## src/memUnitPkg.sv

```systemverilog
`default_nettype none

package memUnitPkg;

    // Data and address widths of the memory unit.
    typedef logic [31:0] memWord_t;
    typedef logic [31:0] memAddr_t;

    // One bit wider than the reorder-buffer index.
    localparam int ROB_TAG_BITS = 5;
    typedef logic [ROB_TAG_BITS-1:0] robTag_t;

    // Bits [1:0] give the width, bit 2 marks an unsigned load.
    typedef logic [2:0] accessSize_t;

    localparam accessSize_t SIZE_BYTE   = 3'b000;
    localparam accessSize_t SIZE_HALF   = 3'b001;
    localparam accessSize_t SIZE_WORD   = 3'b010;
    localparam accessSize_t SIZE_BYTE_U = 3'b100;
    localparam accessSize_t SIZE_HALF_U = 3'b101;

    localparam int WORD_BYTES = 4;

endpackage

`default_nettype wire

```

## src/memReqIf.sv

```systemverilog
`default_nettype none

interface memReqIf #(
    parameter int memWords = 1024
);

    localparam int indexBits = $clog2(memWords);

    logic                     valid;      // One-cycle pulse per request.
    logic                     isStore;
    memUnitPkg::accessSize_t  size;
    logic [indexBits-1:0]     wordIndex;
    logic [1:0]               byteOffset;
    memUnitPkg::memWord_t     storeData;
    memUnitPkg::robTag_t      tag;
    logic                     invalid;    // Out of range or misaligned.

    modport addrSide (
        output valid, isStore, size, wordIndex, byteOffset, storeData, tag, invalid
    );

    modport memSide (
        input valid, isStore, size, wordIndex, byteOffset, storeData, invalid
    );

    modport resultSide (
        input valid, isStore, size, byteOffset, tag, invalid
    );

endinterface

`default_nettype wire

```

## src/memResultBus.sv

```systemverilog
`default_nettype none

module memResultBus (
    input  wire logic                  clk,
    input  wire logic                  rstN,
    memReqIf.resultSide                req,
    input  wire memUnitPkg::memWord_t  readData,
    output logic                       cdbValid,
    output memUnitPkg::robTag_t        cdbTag,
    output memUnitPkg::memWord_t       cdbValue,
    output logic                       cdbInvalidAddress
);

    // Status of the request whose word is now in readData.
    logic                    validQ;
    memUnitPkg::robTag_t     tagQ;
    memUnitPkg::accessSize_t sizeQ;
    logic [1:0]              offsetQ;
    logic                    isStoreQ;
    logic                    invalidQ;

    memUnitPkg::memWord_t    shifted;
    memUnitPkg::memWord_t    loadValue;

    always_ff @(posedge clk) begin
        if (!rstN) begin
            validQ <= 1'b0;
        end else begin
            validQ <= req.valid;
        end
    end

    always_ff @(posedge clk) begin
        tagQ     <= req.tag;
        sizeQ    <= req.size;
        offsetQ  <= req.byteOffset;
        isStoreQ <= req.isStore;
        invalidQ <= req.invalid;
    end

    assign shifted = readData >> {offsetQ, 3'b000};

    always_comb begin
        case (sizeQ)
            memUnitPkg::SIZE_BYTE:   loadValue = {{24{shifted[7]}}, shifted[7:0]};
            memUnitPkg::SIZE_BYTE_U: loadValue = {24'h0, shifted[7:0]};
            memUnitPkg::SIZE_HALF:   loadValue = {{16{shifted[15]}}, shifted[15:0]};
            memUnitPkg::SIZE_HALF_U: loadValue = {16'h0, shifted[15:0]};
            default:                 loadValue = readData;
        endcase
    end

    assign cdbValid          = validQ;
    assign cdbTag            = tagQ;
    assign cdbValue          = (isStoreQ || invalidQ) ? '0 : loadValue; // Stores report zero.
    assign cdbInvalidAddress = validQ & invalidQ;

    // An invalid request on the interface comes out flagged, with value zero.
    invalidIsZero: assert property (
        @(posedge clk) disable iff (!rstN)
        (req.valid && req.invalid) |=> (cdbInvalidAddress && cdbValue == '0)
    ) else $error("memResultBus: invalid access not reported with zero value");

endmodule

`default_nettype wire

```

## src/flat_wrapper.sv

```systemverilog
// flat-port wrapper written by rule: the top's interface ports become plain ports
module memResultBus_flat 
  (clk, rstN, readData, cdbValid, cdbTag, cdbValue, cdbInvalidAddress, req_valid, req_isStore, req_size, req_byteOffset, req_tag, req_invalid);
  memReqIf req_i ();
  input  wire logic clk;
  input  wire logic rstN;
  input  wire memUnitPkg::memWord_t readData;
  output logic cdbValid;
  output memUnitPkg::robTag_t cdbTag;
  output memUnitPkg::memWord_t cdbValue;
  output logic cdbInvalidAddress;
  input wire logic [$bits(req_i.valid)-1:0] req_valid;
  input wire logic [$bits(req_i.isStore)-1:0] req_isStore;
  input wire logic [$bits(req_i.size)-1:0] req_size;
  input wire logic [$bits(req_i.byteOffset)-1:0] req_byteOffset;
  input wire logic [$bits(req_i.tag)-1:0] req_tag;
  input wire logic [$bits(req_i.invalid)-1:0] req_invalid;
  assign req_i.valid = req_valid;
  assign req_i.isStore = req_isStore;
  assign req_i.size = req_size;
  assign req_i.byteOffset = req_byteOffset;
  assign req_i.tag = req_tag;
  assign req_i.invalid = req_invalid;
  memResultBus u_core (.clk(clk), .rstN(rstN), .req(req_i), .readData(readData), .cdbValid(cdbValid), .cdbTag(cdbTag), .cdbValue(cdbValue), .cdbInvalidAddress(cdbInvalidAddress));
endmodule
```

## config.mk

```make
export PLATFORM = sky130hd
export DESIGN_NAME = memResultBus_flat
export DESIGN_NICKNAME = d
export VERILOG_FILES = /design/src/memUnitPkg.sv /design/src/memReqIf.sv /design/src/memResultBus.sv /design/src/flat_wrapper.sv
export SDC_FILE = /design/constraint.sdc
export NUM_CORES = 1
export LEC_CHECK = 0
export BUFFER_PORTS_ARGS = -buffer_cell sky130_fd_sc_hd__buf_2
export CAP_MARGIN = 0
export CORE_MARGIN = 2
export CORE_UTILIZATION = 39
export DETAILED_ROUTE_END_ITERATION = 6
export GPL_ROUTABILITY_DRIVEN = 0
export GPL_TIMING_DRIVEN = 1
export PLACE_DENSITY = 0.77
export SLEW_MARGIN = 20
export SYNTH_ARGS = -nofsm -noshare
export SYNTH_HDL_FRONTEND = slang
export SYNTH_SLANG_ARGS = --single-unit
```

## constraint.sdc

```tcl
create_clock -name clk -period 1.42 [get_ports clk]
set_input_delay 0.071 -clock clk [delete_from_list [all_inputs] [get_ports clk]]
set_output_delay 0.071 -clock clk [all_outputs]
set_load 0.01 [all_outputs]
```

==> tab_implementation.tex, run 1 <==
\begin{tabular}{lr}
\hline
Metric & Value \\
\hline
\multicolumn{2}{l}{\textbf{Pwr}} \\
Peak ir drop on the vdd network & 0.0006972 V \\
Cell leakage power & 0.001015 uW \\
Design Power & 1273 uW \\
Power density cells & 558.6 nW/um\^{}2 \\
\multicolumn{2}{l}{\textbf{Synth}} \\
Biggest area consumer among synthesized cells & dfxtp\_1 \\
YS warnings & 0 \\
Netlist area before placement & 1374 sq um \\
Area share of the leading cell type in the synthesized netlist & 18.94\% \\
Post-Synthesis Cells & 147 \\
Syn Area/Cell & 9.346 sq um \\
Register bit total from synthesis & 13 \\
Cells taking the most area after synthesis & dfxtp\_1, a211oi\_2, a21oi\_1 \\
Distinct cell type count of the synthesized netlist & 32 \\
Sequential-to-total area share from yosys stat & 18.94\% \\
Synthesized net count & 194 \\
\multicolumn{2}{l}{\textbf{Clock tree}} \\
Cts bufs inserted & 3 \\
CTS sink cnt & 13 \\
Cell at the root of the clock tree & clkbuf\_4 \\
Max H-tree Level & 1 \\
TritonCTS clock tree & built \\
Clk slew on worst S/H paths & 0.07 ns \\
Number of buffers between clock root and the deepest sink & 2 \\
\multicolumn{2}{l}{\textbf{Floorplanning}} \\
Standard cell core area & 3363 sq um \\
Die X-Extent & 63.35 um \\
Row count & 21 \\
Die H & 63.35 um \\
Initial core utilization & 40.85\% \\
Ports & 86 \\
Die ar. & 4013 sq um \\
\multicolumn{2}{l}{\textbf{Worst setup path}} \\
Class of the most critical setup path & flop to output port \\
Cell repeated most along the worst path & buf\_4 \\
Highest cell delay on the worst timing path & 0.37 ns \\
Cell-by-cell listing of the critical path & buf\_4, nor2b\_4, buf\_4, a221oi\_1, o31ai\_1, buf\_2 \\
Startpoint class of the critical path & flop \\
Family with the most delay on the worst path & buffers and inverters \\
Slowest-stage cell, CP & dfxtp\_4 \\
Critical path buffer and inverter count & 3 \\
Highest net fanout along the worst path & 7 \\
Data required, critical path & 1.35 ns \\
Category of the worst setup path capture point & output port \\
Arrival time reported for the critical path endpoint & 1.73 ns \\
\multicolumn{2}{l}{\textbf{Place}} \\
Placed Cells & 273 \\
Port bufs & 85 \\
HPWL Detailed & 3283 um \\
Dpl cell area & 1921 sq um \\
\multicolumn{2}{l}{\textbf{STA}} \\
Pin slew with the least headroom to its limit & 0.2960 ns \\
Worst setup slack after layout & -0.3782 ns \\
Worst-case hold slack & 0.4298 ns \\
Part of the cycle the worst path needs & 126.6\% \\
Highest Clock Rate & 0.5561 GHz \\
Setup repair after global routing missed its margin & yes \\
Final-report hold violation count & 0 \\
Final setup fails & 32 \\
Final critical delay including setup and external delays & 1.798 ns \\
Worst slew margin & 80.10\% \\
Max Slew Vio Count & 0 \\
Post-Route Setup TNS & -10.04 ns \\
\multicolumn{2}{l}{\textbf{Routing}} \\
Aggregate routed wire length & 4909 um \\
Via-per-instance ratio & 5.858 \\
Overall via count from detail\_route & 1734 \\
Starting DRT DRC Count & 163 \\
Average wire length per cell after detail routing & 16.58 um \\
Detailed Routing Iterations Pass 1 & 4 \\
Count of antenna-violating nets left after detailed routing & 0 \\
Drt drc & 0 \\
\multicolumn{2}{l}{\textbf{Final layout}} \\
Most common library cell in the layout ignoring fill and taps & buf\_2 \\
Post-route cell area & 2280 sq um \\
Fraction of final layout cells sized beyond drive strength 1 & 63.60\% \\
Area of combinational cells with multiple inputs & 1114 sq um \\
Filler-free cell count of the finished design & 296 \\
Final antenna diode count & 0 \\
Leading cell types in the layout, fill and taps excluded & buf\_2, a21oi\_1, a211oi\_2 \\
Layout fillers & 291 \\
Net count, final & 298 \\
Reg area & 265.3 sq um \\
Synth-to-Final Area Change & 65.94\% \\
\multicolumn{2}{l}{\textbf{Global route}} \\
Number of global-route vias before repair & 1691 \\
Total congestion overflow & 0 \\
Pin count of the biggest net entering global routing & 33 \\
First-pass GRT wire length & 7790 um \\
Initial antenna violation count & 0 \\
Total routing resource utilization after global routing & 23.95\% \\
\multicolumn{2}{l}{\textbf{Run}} \\
Max-cap violations & 0 \\
\multicolumn{2}{l}{\textbf{Outcome}} \\
Outcome & finished with violations \\
Violated checks & setup timing \\
\multicolumn{2}{l}{\textbf{Worst hold path}} \\
Tightest Hold Check Type & primary input to flop \\
\hline
\end{tabular}
## metal layers
metal	global-route usage (%)	vias to the layer above	share of wire (%)
li1	-	817	-
met1	30.29	821	39
met2	41.58	88	51
met3	2.679	8	7.5
met4	8.967	0	1.8
met5	0	-	0
## what timing repair did
action                     in CTS  in global routing
setup buffers                   3                  1
cloned                          1                  0
setup endpoints to repair      32                 32
pin swaps                      11                  6
hold buffers                   14                  0
resized for setup              18                 17
hold endpoints to repair       13                  0
## cell type report
class / instances / area share (%)
Clock buffer: 4 / 1.153
Inverter: 2 / 0.4940
Multi-Input combinational cell: 113 / 48.85
Sequential cell: 13 / 11.64
Tap cell: 46 / 2.525
Timing Repair Buffer: 117 / 35.02
Timing Repair inverter: 1 / 0.3293
## cells in the mapped netlist (all sizes together)
| cell | count |
|---|---|
| a21oi | 25 |
| a211oi | 17 |
| a22oi | 16 |
| buf | 13 |
| dfxtp | 13 |
| mux2 | 10 |
| o31ai | 8 |
| a221oi | 7 |
| o221a | 7 |
| o22a | 7 |
| clkbuf | 6 |
| nor2 | 4 |
| and2 | 2 |
| inv | 2 |
| nor2b | 2 |
| a32oi | 1 |
| and3b | 1 |
| mux2i | 1 |
| mux4 | 1 |
| nand2b | 1 |
| nand4b | 1 |
| or2 | 1 |
| xor2 | 1 |
## worst paths after layout
| check | to | cells past startpoint | from | slack, ns |
|---|---|---|---|---|
| worst max-delay path | cdbValue[8] | 6 | u_core.offsetQ[1] | -0.38 |
| worst min-delay path | u_core.sizeQ[1] | 2 | req_size[1] | 0.43 |
## cells by family (layout without fill, tap and decap cells)
family / after synthesis / count (layout) / synth area share [%]
AO/OA/AOI/OAI: 88 / 88 / 52.10
AND/OR/NAND/NOR: 12 / 12 / 6.193
flip-flops: 13 / 13 / 18.94
XOR/XNOR: 1 / 1 / 0.6376
buffers and inverters: 21 / 124 / 9.107
multiplexers: 12 / 12 / 13.02
## state kept, by name, indices dropped and copies added, names as in the netlist
register	cells
u_core.cdbTag	5
u_core.cdbValid	1
u_core.invalidQ	1
u_core.isStoreQ	1
u_core.offsetQ	2
u_core.sizeQ	3
## report_power, final
part	internal (uW)	switching (uW)	total (uW)
Combinational	325	330	655
Clock	109	111	220
Sequential	384	14.8	399
## through the flow
stage / util (%) / worst slack (ns)
after detailed placement: 57.11 / -0.1970
after global routing: 67.78 / -0.4204
after floorplan: - / 0.003315
after global placement: 57.11 / -0.1572
final: 67.78 / -0.3782
after CTS: 64.92 / -0.3506
Note: power is estimated with default switching activity, not from simulation.
==> run 2, diff against run 1 <==
Settings changed: ABC_AREA set to 1, CORE_UTILIZATION 39 to 37.
==> tab_implementation.tex, run 2 <==
\begin{tabular}{lr}
\hline
Metric & Value \\
\hline
\multicolumn{2}{l}{\textbf{Synth}} \\
Most used standard cells in the synthesized netlist & nand2\_1, o21ai\_0, nor2\_1 \\
Syn Area/Cell & 5.669 sq um \\
Distinct cell type count of the synthesized netlist & 19 \\
Synth Area in XOR/XNOR & 0\% \\
Biggest area consumer among synthesized cells & dfxtp\_1 \\
Number of flops mapped to enable cells by yosys & 0 \\
Netlist area before placement & 1185 sq um \\
Share of flip-flops with an asynchronous set or reset after synthesis & 0\% \\
Most numerous cell in the Yosys netlist & nand2\_1 \\
Synthesized net count & 256 \\
Prevailing post-synth register cell & dfxtp\_1 \\
Post-synthesis share of cell area spent on full adders, half adders and majority gates & 0\% \\
Mux share of post-synthesis cell area & 0\% \\
Post-synthesis compound-gate area fraction & 26.50\% \\
Area share of the leading cell type in the synthesized netlist & 21.96\% \\
Sequential-to-total area share from yosys stat & 21.96\% \\
YS warnings & 0 \\
Register bit total from synthesis & 13 \\
Post-Synthesis Cells & 209 \\
Post-synthesis simple-gate area fraction & 38.23\% \\
Largest family of logic cells by synthesized area & simple AND/OR/NAND/NOR gates \\
Cells taking the most area after synthesis & dfxtp\_1, o21ai\_0, nand2\_1 \\
\multicolumn{2}{l}{\textbf{Pwr}} \\
Peak ir drop on the vdd network & 0.0005277 V \\
Power density cells & 532.5 nW/um\^{}2 \\
Cell leakage power & 0.001177 uW \\
\multicolumn{2}{l}{\textbf{STA}} \\
Worst slew margin & 85.99\% \\
Max Slew Vio Count & 0 \\
Setup repair after global routing missed its margin & yes \\
Worst-case hold slack & 0.4234 ns \\
Pin slew with the least headroom to its limit & 0.2080 ns \\
Highest Clock Rate & 0.6047 GHz \\
Part of the cycle the worst path needs & 116.5\% \\
Final-report hold violation count & 0 \\
Final setup fails & 31 \\
Final critical delay including setup and external delays & 1.654 ns \\
Worst setup slack after layout & -0.2336 ns \\
\multicolumn{2}{l}{\textbf{Routing}} \\
Average wire length per cell after detail routing & 12.50 um \\
Drt drc & 0 \\
Aggregate routed wire length & 4599 um \\
Count of antenna-violating nets left after detailed routing & 0 \\
Starting DRT DRC Count & 92 \\
Via-per-instance ratio & 4.758 \\
Overall via count from detail\_route & 1751 \\
Detailed Routing Iterations Pass 1 & 4 \\
\multicolumn{2}{l}{\textbf{Final layout}} \\
Flip-flop count of the largest register after layout & 5 \\
Fraction of final layout cells sized beyond drive strength 1 & 50.62\% \\
Net count, final & 372 \\
Filler-free cell count of the finished design & 368 \\
Final antenna diode count & 0 \\
Layout fillers & 265 \\
Area of combinational cells with multiple inputs & 924.6 sq um \\
Reg area & 269.0 sq um \\
Synth-to-Final Area Change & 85.01\% \\
Leading cell types in the layout, fill and taps excluded & buf\_2, nand2\_1, o21ai\_0 \\
Post-route cell area & 2192 sq um \\
Most common library cell in the layout ignoring fill and taps & buf\_2 \\
\multicolumn{2}{l}{\textbf{Place}} \\
Dpl cell area & 1708 sq um \\
HPWL Detailed & 2886 um \\
Placed Cells & 340 \\
Port bufs & 85 \\
\multicolumn{2}{l}{\textbf{Global route}} \\
First-pass GRT wire length & 6134 um \\
Initial antenna violation count & 0 \\
Pin count of the biggest net entering global routing & 27 \\
Total congestion overflow & 0 \\
Total routing resource utilization after global routing & 21.60\% \\
Number of global-route vias before repair & 1428 \\
\multicolumn{2}{l}{\textbf{Floorplanning}} \\
Initial core utilization & 38.81\% \\
Row count & 20 \\
Standard cell core area & 3053 sq um \\
Die X-Extent & 60.59 um \\
Die H & 60.59 um \\
Die ar. & 3671 sq um \\
Ports & 86 \\
\multicolumn{2}{l}{\textbf{Worst hold path}} \\
Tightest Hold Check Type & primary input to flop \\
Worst hold path stage count & 2 \\
\multicolumn{2}{l}{\textbf{Clock tree}} \\
Cts bufs inserted & 3 \\
Cell at the root of the clock tree & clkbuf\_4 \\
Max H-tree Level & 1 \\
TritonCTS clock tree & built \\
Clk slew on worst S/H paths & 0.08 ns \\
Number of buffers between clock root and the deepest sink & 2 \\
CTS sink cnt & 13 \\
\multicolumn{2}{l}{\textbf{Worst setup path}} \\
Arrival time reported for the critical path endpoint & 1.58 ns \\
Class of the most critical setup path & flop to output port \\
Category of the worst setup path capture point & output port \\
Startpoint class of the critical path & flop \\
Highest net fanout along the worst path & 16 \\
Data required, critical path & 1.35 ns \\
\multicolumn{2}{l}{\textbf{Outcome}} \\
Violated checks & setup timing \\
Outcome & finished with violations \\
\multicolumn{2}{l}{\textbf{Run}} \\
Max-cap violations & 0 \\
\hline
\end{tabular}
[run 2: changes by cell type in the layout (fill, tap and decap cells not counted), moves of 8 or more]
cell      previous run  this run
nor2_1               2        21
mux2_4               8         0
a22oi_1             11         0
nand2_2              0         9
nand2_1              0        39
o21ai_1              0        13
inv_1                1        21
o21ai_0              0        22
a21oi_1             24        15
a211oi_2            16         0
[run 2: routing by layer]
layer	wire (um)	up-vias	GRT usage, %
li1	-	906	-
met1	1815	761	29.09
met2	2352	80	36.25
met3	397	4	2.985
met4	34	0	5.901
met5	0	-	0
[run 2: critical path, stage by stage, from the launching register on]
cell and delay, ns:
dfxtp_2 0.36, inv_2 0.08, nand2_2 0.05, or2_1 0.25, a21oi_4 0.16, nor2_4 0.05
buf_12 0.14, nor2_1 0.09, buf_2 0.13
[run 2: power by group]
part	leakage, uW	total (uW)	switching [uW]	internal, uW
Clock	0.0000177	219	115	104
Sequential	0.000110	400	17.0	383
Combinational	0.00105	548	292	256
[run 2: final timing paths]
path | endpoint | start
worst max-delay path | cdbValue[29] | u_core.sizeQ[1]
worst min-delay path | u_core.sizeQ[2] | req_size[2]
[run 2: metrics by stage]
| step | util, % | worst slack, ns | total power, uW | TNS, ns |
|---|---|---|---|---|
| after floorplan | - | 0.07367 | 630.4 | 0 |
| after global placement | 55.94 | 0.03846 | 799.0 | 0 |
| after detailed placement | 55.94 | 0.02201 | 802.2 | 0 |
| after CTS | 64.55 | -0.1803 | 1081 | -4.460 |
| after global routing | 71.80 | -0.3110 | 1245 | -7.684 |
| final | 71.80 | -0.2336 | 1167 | -5.419 |
[run 2: timing repair]
item / CTS / global route
cloned: 0 / 2
setup buffers: 5 / 5
hold buffers: 14 / 0
resized for setup: 29 / 49
setup endpoints to repair: 32 / 32
pin swaps: 4 / 17
endpoints found under the hold margin: 13 / 0
[run 2: cell families (layout without fill, tap and decap cells)]
kind of cell	after synthesis	in the layout
simple gates	99	99
compound gates	62	62
buf+inv	35	150
flops	13	13
[run 2: area by class of cell]
cell class / instances / share of cell area (%)
Timing Repair Buffer: 122 / 37.21
Inverter: 24 / 4.566
Clock buffer: 3 / 1.027
Multi-Input combinational cell: 161 / 42.18
Sequential cell: 13 / 12.27
Clock inverter: 1 / 0.2283
Tap cell: 44 / 2.511
