## config.mk

```make
export PLATFORM = sky130hd
export DESIGN_NAME = memAddrUnit_flat
export DESIGN_NICKNAME = d
export VERILOG_FILES = /design/src/memUnitPkg.sv /design/src/memReqIf.sv /design/src/memAddrUnit.sv /design/src/flat_wrapper.sv
export SDC_FILE = /design/constraint.sdc
export NUM_CORES = 1
export LEC_CHECK = 0
export BUFFER_PORTS_ARGS = -buffer_cell sky130_fd_sc_hd__buf_2
export CAP_MARGIN = 15
export CORE_MARGIN = 5
export CORE_UTILIZATION = 40
export DETAILED_ROUTE_END_ITERATION = 16
export GPL_ROUTABILITY_DRIVEN = 1
export PLACE_DENSITY = 0.85
export SYNTH_ARGS = -nofsm -noshare
export SYNTH_HDL_FRONTEND = slang
export SYNTH_SLANG_ARGS = --single-unit
```

## constraint.sdc

```tcl
create_clock -name clk -period 2.72 [get_ports clk]
set_input_delay 0.136 -clock clk [delete_from_list [all_inputs] [get_ports clk]]
set_output_delay 0.136 -clock clk [all_outputs]
set_load 0.005 [all_outputs]
```

## src/memUnitPkg.sv

```systemverilog
`default_nettype none

package memUnitPkg;

    // Data and address widths of the memory unit.
    typedef logic [31:0] memWord_t;
    typedef logic [31:0] memAddr_t;

    // One bit wider than the reorder-buffer index.
    localparam int ROB_TAG_BITS = 5;
    typedef logic [ROB_TAG_BITS-1:0] robTag_t;

    // Bits [1:0] give the width, bit 2 marks an unsigned load.
    typedef logic [2:0] accessSize_t;

    localparam accessSize_t SIZE_BYTE   = 3'b000;
    localparam accessSize_t SIZE_HALF   = 3'b001;
    localparam accessSize_t SIZE_WORD   = 3'b010;
    localparam accessSize_t SIZE_BYTE_U = 3'b100;
    localparam accessSize_t SIZE_HALF_U = 3'b101;

    localparam int WORD_BYTES = 4;

endpackage

`default_nettype wire

```

## src/memReqIf.sv

```systemverilog
`default_nettype none

interface memReqIf #(
    parameter int memWords = 1024
);

    localparam int indexBits = $clog2(memWords);

    logic                     valid;      // One-cycle pulse per request.
    logic                     isStore;
    memUnitPkg::accessSize_t  size;
    logic [indexBits-1:0]     wordIndex;
    logic [1:0]               byteOffset;
    memUnitPkg::memWord_t     storeData;
    memUnitPkg::robTag_t      tag;
    logic                     invalid;    // Out of range or misaligned.

    modport addrSide (
        output valid, isStore, size, wordIndex, byteOffset, storeData, tag, invalid
    );

    modport memSide (
        input valid, isStore, size, wordIndex, byteOffset, storeData, invalid
    );

    modport resultSide (
        input valid, isStore, size, byteOffset, tag, invalid
    );

endinterface

`default_nettype wire

```

## src/memAddrUnit.sv

```systemverilog
`default_nettype none

module memAddrUnit #(
    parameter int memWords = 1024
) (
    input  wire logic                    clk,
    input  wire logic                    rstN,
    input  wire logic                    reqValid,
    input  wire logic                    reqIsStore,
    input  wire memUnitPkg::accessSize_t reqSize,
    input  wire memUnitPkg::robTag_t     reqTag,
    input  wire memUnitPkg::memWord_t    baseValue,
    input  wire memUnitPkg::memWord_t    immediate,
    input  wire memUnitPkg::memWord_t    storeData,
    memReqIf.addrSide                    req
);

    localparam int indexBits = $clog2(memWords);

    memUnitPkg::memAddr_t effAddr;
    logic                 outOfRange;
    logic                 misaligned;

    assign effAddr = baseValue + immediate; // Wraps modulo 2**32.

    // Anything at or above 4*memWords bytes has a nonzero upper part.
    assign outOfRange = |effAddr[31:indexBits+2];

    always_comb begin
        case (reqSize)
            memUnitPkg::SIZE_BYTE,
            memUnitPkg::SIZE_BYTE_U: misaligned = 1'b0;
            memUnitPkg::SIZE_HALF,
            memUnitPkg::SIZE_HALF_U: misaligned = effAddr[0];
            memUnitPkg::SIZE_WORD:   misaligned = |effAddr[1:0];
            default:                 misaligned = 1'b1; // Unknown size is never served.
        endcase
    end

    always_ff @(posedge clk) begin
        if (!rstN) begin
            req.valid <= 1'b0;
        end else begin
            req.valid <= reqValid;
        end
    end

    always_ff @(posedge clk) begin
        req.isStore    <= reqIsStore;
        req.size       <= reqSize;
        req.wordIndex  <= effAddr[indexBits+1:2];
        req.byteOffset <= effAddr[1:0];
        req.storeData  <= storeData;
        req.tag        <= reqTag;
        req.invalid    <= outOfRange | misaligned;
    end

    validKnown: assert property (
        @(posedge clk) disable iff (!rstN)
        !$isunknown(req.valid)
    ) else $error("memAddrUnit: request valid is unknown");

endmodule

`default_nettype wire

```

## src/flat_wrapper.sv

```systemverilog
// flat-port wrapper written by rule: the top's interface ports become plain ports
module memAddrUnit_flat 
#(
    parameter int memWords = 1024
)
  (clk, rstN, reqValid, reqIsStore, reqSize, reqTag, baseValue, immediate, storeData, req_valid, req_isStore, req_size, req_wordIndex, req_byteOffset, req_storeData, req_tag, req_invalid);
  memReqIf #(.memWords(memWords)) req_i ();
  input  wire logic clk;
  input  wire logic rstN;
  input  wire logic reqValid;
  input  wire logic reqIsStore;
  input  wire memUnitPkg::accessSize_t reqSize;
  input  wire memUnitPkg::robTag_t reqTag;
  input  wire memUnitPkg::memWord_t baseValue;
  input  wire memUnitPkg::memWord_t immediate;
  input  wire memUnitPkg::memWord_t storeData;
  output wire logic [$bits(req_i.valid)-1:0] req_valid;
  output wire logic [$bits(req_i.isStore)-1:0] req_isStore;
  output wire logic [$bits(req_i.size)-1:0] req_size;
  output wire logic [$bits(req_i.wordIndex)-1:0] req_wordIndex;
  output wire logic [$bits(req_i.byteOffset)-1:0] req_byteOffset;
  output wire logic [$bits(req_i.storeData)-1:0] req_storeData;
  output wire logic [$bits(req_i.tag)-1:0] req_tag;
  output wire logic [$bits(req_i.invalid)-1:0] req_invalid;
  assign req_valid = req_i.valid;
  assign req_isStore = req_i.isStore;
  assign req_size = req_i.size;
  assign req_wordIndex = req_i.wordIndex;
  assign req_byteOffset = req_i.byteOffset;
  assign req_storeData = req_i.storeData;
  assign req_tag = req_i.tag;
  assign req_invalid = req_i.invalid;
  memAddrUnit #(.memWords(memWords)) u_core (.clk(clk), .rstN(rstN), .reqValid(reqValid), .reqIsStore(reqIsStore), .reqSize(reqSize), .reqTag(reqTag), .baseValue(baseValue), .immediate(immediate), .storeData(storeData), .req(req_i));
endmodule
```

==> results.sh, run 1 <==
export IMPL_post_route_period_util_pct=92.43
export IMPL_chipWidth_um=95.19
export IMPL_start_util_pct=40.45
export IMPL_startpoint_type="primary input"
export IMPL_max_freq_ghz=0.3978
export IMPL_final_area_sq_mm=0.004474
export IMPL_maxCapViolCount=0
export IMPL_cp_cell_sequence="buf_2, ha_1, fa_2, a21o_1, a221o_2, a31oi_4, nor2_2, a211oi_4, mux2i_1, nand4_1, nor4_2, nand4_1"
export IMPL_max_stage_delay_ps=390
export IMPL_synth_seq_area_share_pct=37.93
export IMPL_critical_path_slowest_cell="fa_2"
export IMPL_finalCriticalPeriod_ps=2514
export IMPL_grt_overflow_total=0
export IMPL_synth_fp_nets=437
export IMPL_ys_ff_latch=55
export IMPL_p_leak_nw=2.214
export IMPL_pin_count=163
export IMPL_cts_buffer_depth=2
export IMPL_synth_largest_area_cell="dfxtp_1"
export IMPL_cp_common_cell="nand4_1"
export IMPL_dieArea_sq_mm=0.009060
export IMPL_grt_util_all_layers_pct=20.97
export IMPL_max_slew_margin_pct=71.85
export IMPL_status="finished, final reports clean"
export IMPL_required_ps=2920
export IMPL_core_area_sq_mm=0.007176
export IMPL_drc=0
export IMPL_finalNetCount=660
export IMPL_cts_sinks=55
export IMPL_met3_usage_pct=4.025
export IMPL_yosys_top_cells_area="dfxtp_1 38%, ha_1 13%, a21oi_1 4.3%"
export IMPL_syn_inst=297
export IMPL_min_from="reqValid"
export IMPL_numCtsBuffers=5
export IMPL_min_delay_worst_endpoint="u_core.req.valid"
export IMPL_place_area_sq_mm=0.003943
export IMPL_p_clk_share_pct=23.4
export IMPL_rows=31
export IMPL_total_power_mw=2.100
export IMPL_finalSetupTns_ps=0
export IMPL_layout_commonest_cell="buf_2"
export IMPL_routabilityCongestion=0.8727
export IMPL_rsz0062_at_grt="no"
export IMPL_drt_pass1_iterations=4
export IMPL_power_density_mw_per_mm2=469.3
export IMPL_min_path_cells=2
export IMPL_worstPathMaxFanout=4
export IMPL_power_switching_uw=668.2
export IMPL_synth_area_sq_mm=0.002903
export IMPL_htree_levels=2
export IMPL_dpl_hpwl_mm=7.367
export IMPL_cts_tree="built"
export IMPL_synth_top_area_share_pct=37.93
export IMPL_peakVddDrop_mv=0.2297
export IMPL_worst_slew_pin_slew_ps=418.4
export IMPL_drtIter0Drc=90
export IMPL_internal_power_mw=1.432
export IMPL_final_max_slew_viol_count=0
export IMPL_setup_viol=0
export IMPL_use_met1_pct=22.23
export IMPL_drive_above_1_share_pct=40.31
export IMPL_p_comb_share_pct=33.9
export IMPL_cp_data_arrival_time_ps=2720
export IMPL_dr_total_vias=3174
export IMPL_grt_max_degree=21
export IMPL_synth_edf_count=0
export IMPL_crit_buf_inv=1
export IMPL_nFillCells=586
export IMPL_yosysWarningCount=0
export IMPL_synth_ff_type="dfxtp_1"
export IMPL_ys_async_sr_fraction_pct=0
export IMPL_hold_path_class="primary input to flip-flop"
export IMPL_drtAntennaViolNets=0
export IMPL_routed_wl_mm=9.756
export IMPL_crit_family="compound AO/OA/AOI/OAI gates"
export IMPL_endpoint_kind="flip-flop"
export IMPL_clkTransAtPathRegs_ps=110
export IMPL_syn_area_per_cell_sq_um=9.774
export IMPL_swShare_pct=31.82
export IMPL_portBuffers=162
export IMPL_seq_power_share_pct=42.7
export IMPL_grt_util_met2_pct=39.77
export IMPL_die_height_um=95.19
export IMPL_synthToLayoutAreaGrowth_pct=54.14
export IMPL_antenna_found_initial=1
export IMPL_wire_per_inst_um=15.71
export IMPL_final_cell_mix="162 x buf_2, 55 x dfxtp_1, 41 x dlygate4sd3_1"
export IMPL_hold_worst_slack_ps=15.45
export IMPL_grt_busiest_layer="met2"
export IMPL_synth_cell_types=56
export IMPL_crit_type="primary input to flip-flop"
export IMPL_hold_viol=0
export IMPL_vias_per_cell=5.111
export IMPL_first_global_vias=3108
export IMPL_grt_pass1_wl_mm=14.82
export IMPL_cts_root_buf="clkbuf_8"
-- state kept, by name, summed over array words and instances (netlist names) --
name and count:
u_core.req.size 3, u_core.req.isStore 1, u_core.req.byteOffset 2, u_core.req.tag 5, u_core.req.wordIndex 10, u_core.req.storeData 32
u_core.req.valid 1, u_core.req.invalid 1
-- final cells by class --
cell class,instances,area (sq um),area share (%)
Inverter,10,37.54,0.8389
Timing Repair Buffer,225,1386,30.98
Antenna cell,1,2.502,0.05593
Clock buffer,5,68.82,1.538
Sequential cell,55,1101,24.61
Multi-Input combinational cell,223,1720,38.45
Clock inverter,3,33.78,0.7550
Tap cell,99,123.9,2.768
-- routing by layer --
| metal | routed length (um) | part of all wire [%] |
|---|---|---|
| met3 | 748 | 7.7 |
| met2 | 5102 | 52 |
| met1 | 3609 | 37 |
| met5 | 0 | 0 |
| met4 | 294 | 3.0 |
-- what timing repair did --
action | CTS | global route
endpoints found under the hold margin | 41 | 0
buffers inserted | 0 | 1
hold buffers | 41 | 0
setup endpoints to repair | 0 | 1
gates resized for setup | 0 | 2
-- worst max path at each step --
stage | startpoint | end | slack (ps) | cells past startpoint
after floorplan | baseValue[0] | u_core.req.invalid | 80 | 11
after global placement | baseValue[0] | u_core.req.invalid | -210 | 12
after detailed placement | baseValue[0] | u_core.req.invalid | -290 | 12
after CTS | baseValue[0] | u_core.req.invalid | 50 | 12
after global routing | baseValue[0] | u_core.req.invalid | 70 | 12
final | baseValue[0] | u_core.req.invalid | 210 | 12
-- per-stage QoR --
stage	util [%]	std cells	worst slack, ps
2_1_floorplan	-	297	84.82
3_3_place_gp	54.94	570	-214.5
3_5_place_dp	54.94	570	-291.9
4_1_cts	62.09	619	45.58
5_1_grt	62.35	621	65.67
6_report	62.35	621	206.0
-- logic make-up after synthesis --
group / after synthesis / share of synthesized area (%)
AO/OA/AOI/OAI: 95 / 25.26
flip-flops: 55 / 37.93
buffers and inverters: 19 / 3.103
XOR/XNOR: 22 / 6.638
adder cells (fa/ha/maj): 32 / 14.05
multiplexers: 3 / 1.035
AND/OR/NAND/NOR: 71 / 11.98
-- synthesized netlist by cell type (3+ instances only) --
library cell and count:
a21oi_1 25, a31oi_1 3, dfxtp_1 55, buf_2 3, nand2_1 21, nor3_1 3, xnor2_1 11, ha_1 31
a211oi_2 3, nand4_1 8, o21bai_1 4, a221oi_1 4, clkbuf_1 4, a21o_1 13, and2_1 3, xor2_1 11
a31oi_4 3, inv_1 10, and3_1 5, nor2_1 17, mux2i_1 3, o21ai_0 11
-- power groups by stage --
stage,Sequential (mW),Clock [mW],Combinational [mW]
6_report,0.896,0.492,0.712
5_1_grt,0.902,0.536,0.783
4_1_cts,0.894,0.500,0.701
3_5_place_dp,0.912,0,0.652
3_3_place_gp,0.911,0,0.640
2_1_floorplan,0.922,0,0.374
Power figures use the tool's default switching activity.
==> inputs of run 2 (changes only) <==
--- a/config.mk
+++ b/config.mk
@@ -13,4 +13,5 @@
 export GPL_ROUTABILITY_DRIVEN = 1
 export PLACE_DENSITY = 0.85
+export SKIP_LAST_GASP = 1
 export SYNTH_ARGS = -nofsm -noshare
 export SYNTH_HDL_FRONTEND = slang
==> constraint.sdc (replaced) <==
create_clock -name clk -period 2.72 [get_ports clk]
set_input_delay 0 -clock clk [delete_from_list [all_inputs] [get_ports clk]]
set_output_delay 0 -clock clk [all_outputs]
set_load 0.005 [all_outputs]
==> run 2 against run 1 <==
Against the previous run:
- combinational power is 3.2% lower
- sequential power hardly changed
- count of clock-buffer cells in the layout is 1 higher
- via count is 2.9% lower
- largest power group unchanged
==> results.sh, run 2 (synthesis results as in run 1) <==
export IMPL_dp_slack_ps=-97.80
export IMPL_maxCapViolCount=0
export IMPL_required_ps=2900
export IMPL_grt_pass1_wl_mm=14.28
export IMPL_antenna_found_initial=0
export IMPL_cts_root_buf="clkbuf_8"
export IMPL_grt_overflow_total=0
export IMPL_final_cell_mix="162 x buf_2, 55 x dfxtp_1, 44 x dlygate4sd3_1"
export IMPL_core_area_sq_mm=0.007176
export IMPL_dp_cells=556
export IMPL_cts_setup_buffers=0
export IMPL_grt_max_degree=19
export IMPL_cp_common_cell="nand4_1"
export IMPL_utilization_pct=61.10
export IMPL_nFillCells=600
export IMPL_antenna_cells=0
export IMPL_pin_count=163
export IMPL_dr_total_vias=3083
export IMPL_top_regs="u_core.req.storeData: 32 flops, u_core.req.wordIndex: 10 flops, u_core.req.tag: 5 flops"
export IMPL_use_met1_pct=22.92
export IMPL_routabilityCongestion=0.9368
export IMPL_dieArea_sq_mm=0.009060
export IMPL_finalNetCount=648
export IMPL_synthToLayoutAreaGrowth_pct=51.03
export IMPL_final_area_sq_mm=0.004384
export IMPL_place_area_sq_mm=0.003837
export IMPL_chipWidth_um=95.19
export IMPL_cts_buffer_depth=2
export IMPL_status="finished, final reports clean"
export IMPL_drtIter0Drc=113
export IMPL_wire_per_inst_um=15.56
export IMPL_drt_pass1_iterations=4
export IMPL_routed_wl_mm=9.458
export IMPL_p_leak_nw=2.157
export IMPL_hold_viol=0
export IMPL_finalCriticalPeriod_ps=2483
export IMPL_portBuffers=162
export IMPL_clkTransAtPathRegs_ps=100
export IMPL_dpl_hpwl_mm=7.282
export IMPL_final_max_slew_viol_count=0
export IMPL_met3_usage_pct=3.078
export IMPL_layout_commonest_cell="buf_2"
export IMPL_crit_path_start="baseValue[0]"
export IMPL_max_slew_margin_pct=64.71
export IMPL_cp_data_arrival_time_ps=2660
export IMPL_crit_end="u_core.req.invalid"
export IMPL_stdcell_count=608
export IMPL_peakVddDrop_mv=0.2389
export IMPL_drc=0
export IMPL_htree_levels=2
export IMPL_worstPathMaxFanout=4
export IMPL_finalSetupTns_ps=0
export IMPL_worst_slew_pin_slew_ps=525.4
export IMPL_power_density_mw_per_mm2=471.7
export IMPL_fin_ws_ps=237.0
export IMPL_critical_path_slowest_cell="fa_1"
export IMPL_crit_type="primary input to flip-flop"
export IMPL_grt_busiest_layer="met2"
export IMPL_cts_sinks=55
export IMPL_vias_per_cell=5.071
export IMPL_cts_tree="built"
export IMPL_largest_register_ffs=32
export IMPL_drive_above_1_share_pct=38.11
export IMPL_numCtsBuffers=5
export IMPL_top_register="u_core.req.storeData"
export IMPL_start_util_pct=40.45
export IMPL_rows=31
export IMPL_hold_path_class="primary input to flip-flop"
export IMPL_setup_viol=0
export IMPL_grt_util_all_layers_pct=20.04
export IMPL_die_height_um=95.19
export IMPL_first_global_vias=3007
export IMPL_endpoint_kind="flip-flop"
export IMPL_post_route_period_util_pct=91.29
export IMPL_max_stage_delay_ps=440
export IMPL_rsz0062_at_grt="no"
export IMPL_drtAntennaViolNets=0
export IMPL_cp_cell_sequence="buf_2, ha_1, fa_1, a21o_1, a221o_2, a31oi_4, nor2_2, a211oi_4, mux2i_1, nand4_1, nor4_2, nand4_1"
export IMPL_startpoint_type="primary input"
export IMPL_grt_util_met2_pct=37.38
export IMPL_max_freq_ghz=0.4027
-- run 2: cell count changes in the layout (fill, tap and decap cells not counted), sizes merged --
cell | before | now
clkinv | 2 | 0
clkbuf | 5 | 6
inv | 11 | 12
dlygate4sd3 | 41 | 44
buf | 184 | 169
diode | 1 | 0
-- run 2: worst min-delay path by stage --
stage | to | depth (start not counted) | from
2_1_floorplan | u_core.req.isStore | 0 | reqIsStore
3_3_place_gp | u_core.req.storeData[10] | 1 | storeData[10]
3_5_place_dp | u_core.req.storeData[7] | 1 | storeData[7]
4_1_cts | u_core.req.byteOffset[1] | 2 | immediate[1]
5_1_grt | u_core.req.byteOffset[1] | 2 | immediate[1]
6_report | u_core.req.byteOffset[1] | 2 | immediate[1]
-- run 2: timing repair --
item | in CTS | in global routing
endpoints found under the hold margin | 43 | 0
setup endpoints to repair | 0 | 1
hold buffers | 44 | 0
resized for setup | 0 | 1
-- run 2: metal layers --
metal	share of wire, %	up-vias
li1	-	1526
met1	39	1399
met2	51	142
met3	7.5	16
met4	2.3	0
met5	0	-
-- run 2: layout make-up --
class                   instances  area (sq um)  area share (%)
multi-input cells             223          1718           39.18
inverters                      10         37.54          0.8562
repair buffers                213          1304           29.74
clock inverters                 2         17.52          0.3995
clock buffers                   6         82.58           1.884
well taps                      99         123.9           2.825
flip-flops and latches         55          1101           25.11
-- run 2: stage by stage --
step	total power, mW	hold WS [ps]
finish	2.068	62.54
global route	2.192	63.73
CTS	2.069	40.12
detailed placement	1.544	104.1
global placement	1.525	102.5
floorplan	1.296	27.72
-- run 2: critical path: cells and delay by family --
kind	cells	cell delay, ps
AOI/OAI and AO/OA	4	1110
adders and majority gates	2	660
buffers and inverters	1	110
muxes	1	220
and+or+nand+nor	4	570
-- run 2: power breakdown --
group | internal [mW] | switching (mW) | leakage [nW]
registers | 0.876 | 0.0213 | 0.464
logic | 0.346 | 0.343 | 1.64
clock network | 0.214 | 0.269 | 0.0522
==> inputs of run 3 (changes only) <==
- CELL_PAD_IN_SITES_DETAIL_PLACEMENT: not set -> 1
- CELL_PAD_IN_SITES_GLOBAL_PLACEMENT: not set -> 2
- CORE_UTILIZATION: 40 -> 22
==> run 3 against run 2 <==
Against the previous run:
- routed wire length is 16% higher
- critical path depth unchanged
- combinational power is 3.9% higher
- cell count is 13% higher
- hold slack got worse by 7.8 ps
- die area grew 72%
- first-iteration DRC count shrank 48%
- via count about the same
- flip-flop and latch count stayed put
- power up 14%
==> results.sh, run 3 (synthesis results as in run 1) <==
export IMPL_die_height_um=124.9
export IMPL_chipWidth_um=124.9
export IMPL_cts_root_buf="clkbuf_16"
export IMPL_power_switching_uw=680.7
export IMPL_layout_commonest_cell="buf_2"
export IMPL_wire_per_inst_um=15.85
export IMPL_clkTransAtPathRegs_ps=70
export IMPL_p_clk_share_pct=31.7
export IMPL_fin_ws_ps=132.0
export IMPL_htree_levels=2
export IMPL_grt_overflow_total=0
export IMPL_dieArea_sq_mm=0.01559
export IMPL_antenna_found_initial=0
export IMPL_cts_setup_buffers=0
export IMPL_crit_type="primary input to flip-flop"
export IMPL_internal_power_mw=1.672
export IMPL_drc=0
export IMPL_top_register="u_core.req.storeData"
export IMPL_first_global_vias=3524
export IMPL_start_util_pct=22.18
export IMPL_final_max_slew_viol_count=0
export IMPL_p_comb_share_pct=30.4
export IMPL_p_leak_nw=2.215
export IMPL_worstPathMaxFanout=4
export IMPL_setup_viol=0
export IMPL_post_route_period_util_pct=95.15
export IMPL_drtAntennaViolNets=0
export IMPL_vias_per_cell=4.470
export IMPL_hold_viol=0
export IMPL_core_area_sq_mm=0.01309
export IMPL_cts_tree="built"
export IMPL_dp_slack_ps=-180.3
export IMPL_drive_above_1_share_pct=38.52
export IMPL_dpl_hpwl_mm=8.625
export IMPL_cts_sinks=55
export IMPL_required_ps=2880
export IMPL_rows=42
export IMPL_rsz0062_at_grt="no"
export IMPL_numCtsBuffers=5
export IMPL_dr_total_vias=3084
export IMPL_routabilityCongestion=0.8009
export IMPL_antenna_cells=0
export IMPL_startpoint_type="primary input"
export IMPL_worst_slew_pin_slew_ps=499.6
export IMPL_cp_data_arrival_time_ps=2750
export IMPL_drt_pass1_iterations=4
export IMPL_max_slew_margin_pct=66.34
export IMPL_seq_power_share_pct=37.9
export IMPL_pin_count=163
export IMPL_power_density_mw_per_mm2=513.0
export IMPL_routed_wl_mm=10.94
export IMPL_grt_util_all_layers_pct=13.68
export IMPL_status="finished, final reports clean"
export IMPL_largest_register_ffs=32
export IMPL_finalNetCount=653
export IMPL_cts_buffer_depth=2
export IMPL_endpoint_kind="flip-flop"
export IMPL_max_freq_ghz=0.3864
export IMPL_top_regs="u_core.req.storeData: 32 flops, u_core.req.wordIndex: 10 flops, u_core.req.tag: 5 flops"
export IMPL_hold_path_class="primary input to flip-flop"
export IMPL_swShare_pct=28.93
export IMPL_synthToLayoutAreaGrowth_pct=58.02
export IMPL_drtIter0Drc=59
export IMPL_grt_pass1_wl_mm=17.60
export IMPL_maxCapViolCount=0
export IMPL_portBuffers=162
export IMPL_finalCriticalPeriod_ps=2588
export IMPL_hold_worst_slack_ps=54.74
export IMPL_final_cell_mix="162 x buf_2, 55 x dfxtp_1, 44 x dlygate4sd3_1"
export IMPL_peakVddDrop_mv=0.2945
export IMPL_grt_max_degree=20
## run 3: cell types whose count changed in the layout (fill, tap and decap cells not counted), sizes merged
cell | previous run | this run
buf | 169 | 174
bufinv | 0 | 1
clkbuf | 6 | 5
## run 3: path summary, 6_finish.rpt
path / startpoint / to / cells after the start
worst min-delay path: immediate[1] / u_core.req.byteOffset[1] / 2
worst max-delay path: baseValue[0] / u_core.req.invalid / 12
## run 3: layer usage
metal | global-route usage [%] | share of wire, % | up-vias
met2 | 25.70 | 52 | 89
met4 | 3.508 | 1.9 | 0
li1 | - | - | 1528
met1 | 16.03 | 42 | 1455
met3 | 2.230 | 3.6 | 12
met5 | 0 | 0 | -
## run 3: final cells by class
cell class / count / area [sq um]
well taps: 176 / 220.2
clock buffers: 5 / 125.1
inverters: 10 / 37.54
clock inverters: 3 / 50.05
multi-input cells: 223 / 1712
repair buffers: 218 / 1341
fillers: 1565 / 8498
flip-flops and latches: 55 / 1101
## run 3: repair_timing
| item | CTS | global route |
|---|---|---|
| hold endpoints to repair | 43 | 0 |
| gates resized for setup | 0 | 0 |
| hold buffers | 44 | 0 |
## run 3: per-stage QoR
step           power (mW)  area (sq um)  util [%]  instances  setup TNS [ps]
3_3_place_gp        1.558          3971     30.35        638          -95.53
3_5_place_dp        1.576          3971     30.35        638          -180.3
4_1_cts             2.391          4587     35.05        690               0
6_report            2.353          4587     35.05        690               0
2_1_floorplan       1.296          2903         -        297               0
5_1_grt             2.492          4587     35.05        690               0
## run 3: critical path: stages
cell and delay [ps]:
buf_2 100, ha_1 220, fa_1 440, a21o_1 200
a221o_2 370, a31oi_4 260, nor2_2 90, a211oi_4 280
mux2i_1 220, nand4_1 100, nor4_1 320, nand4_1 130
## run 3: power groups by stage
stage / logic [mW] / clock network [mW] / registers [mW]
after floorplan: 0.374 / 0 / 0.922
after global placement: 0.651 / 0 / 0.908
after detailed placement: 0.665 / 0 / 0.910
after CTS: 0.720 / 0.780 / 0.892
after global routing: 0.790 / 0.802 / 0.899
final: 0.716 / 0.745 / 0.893
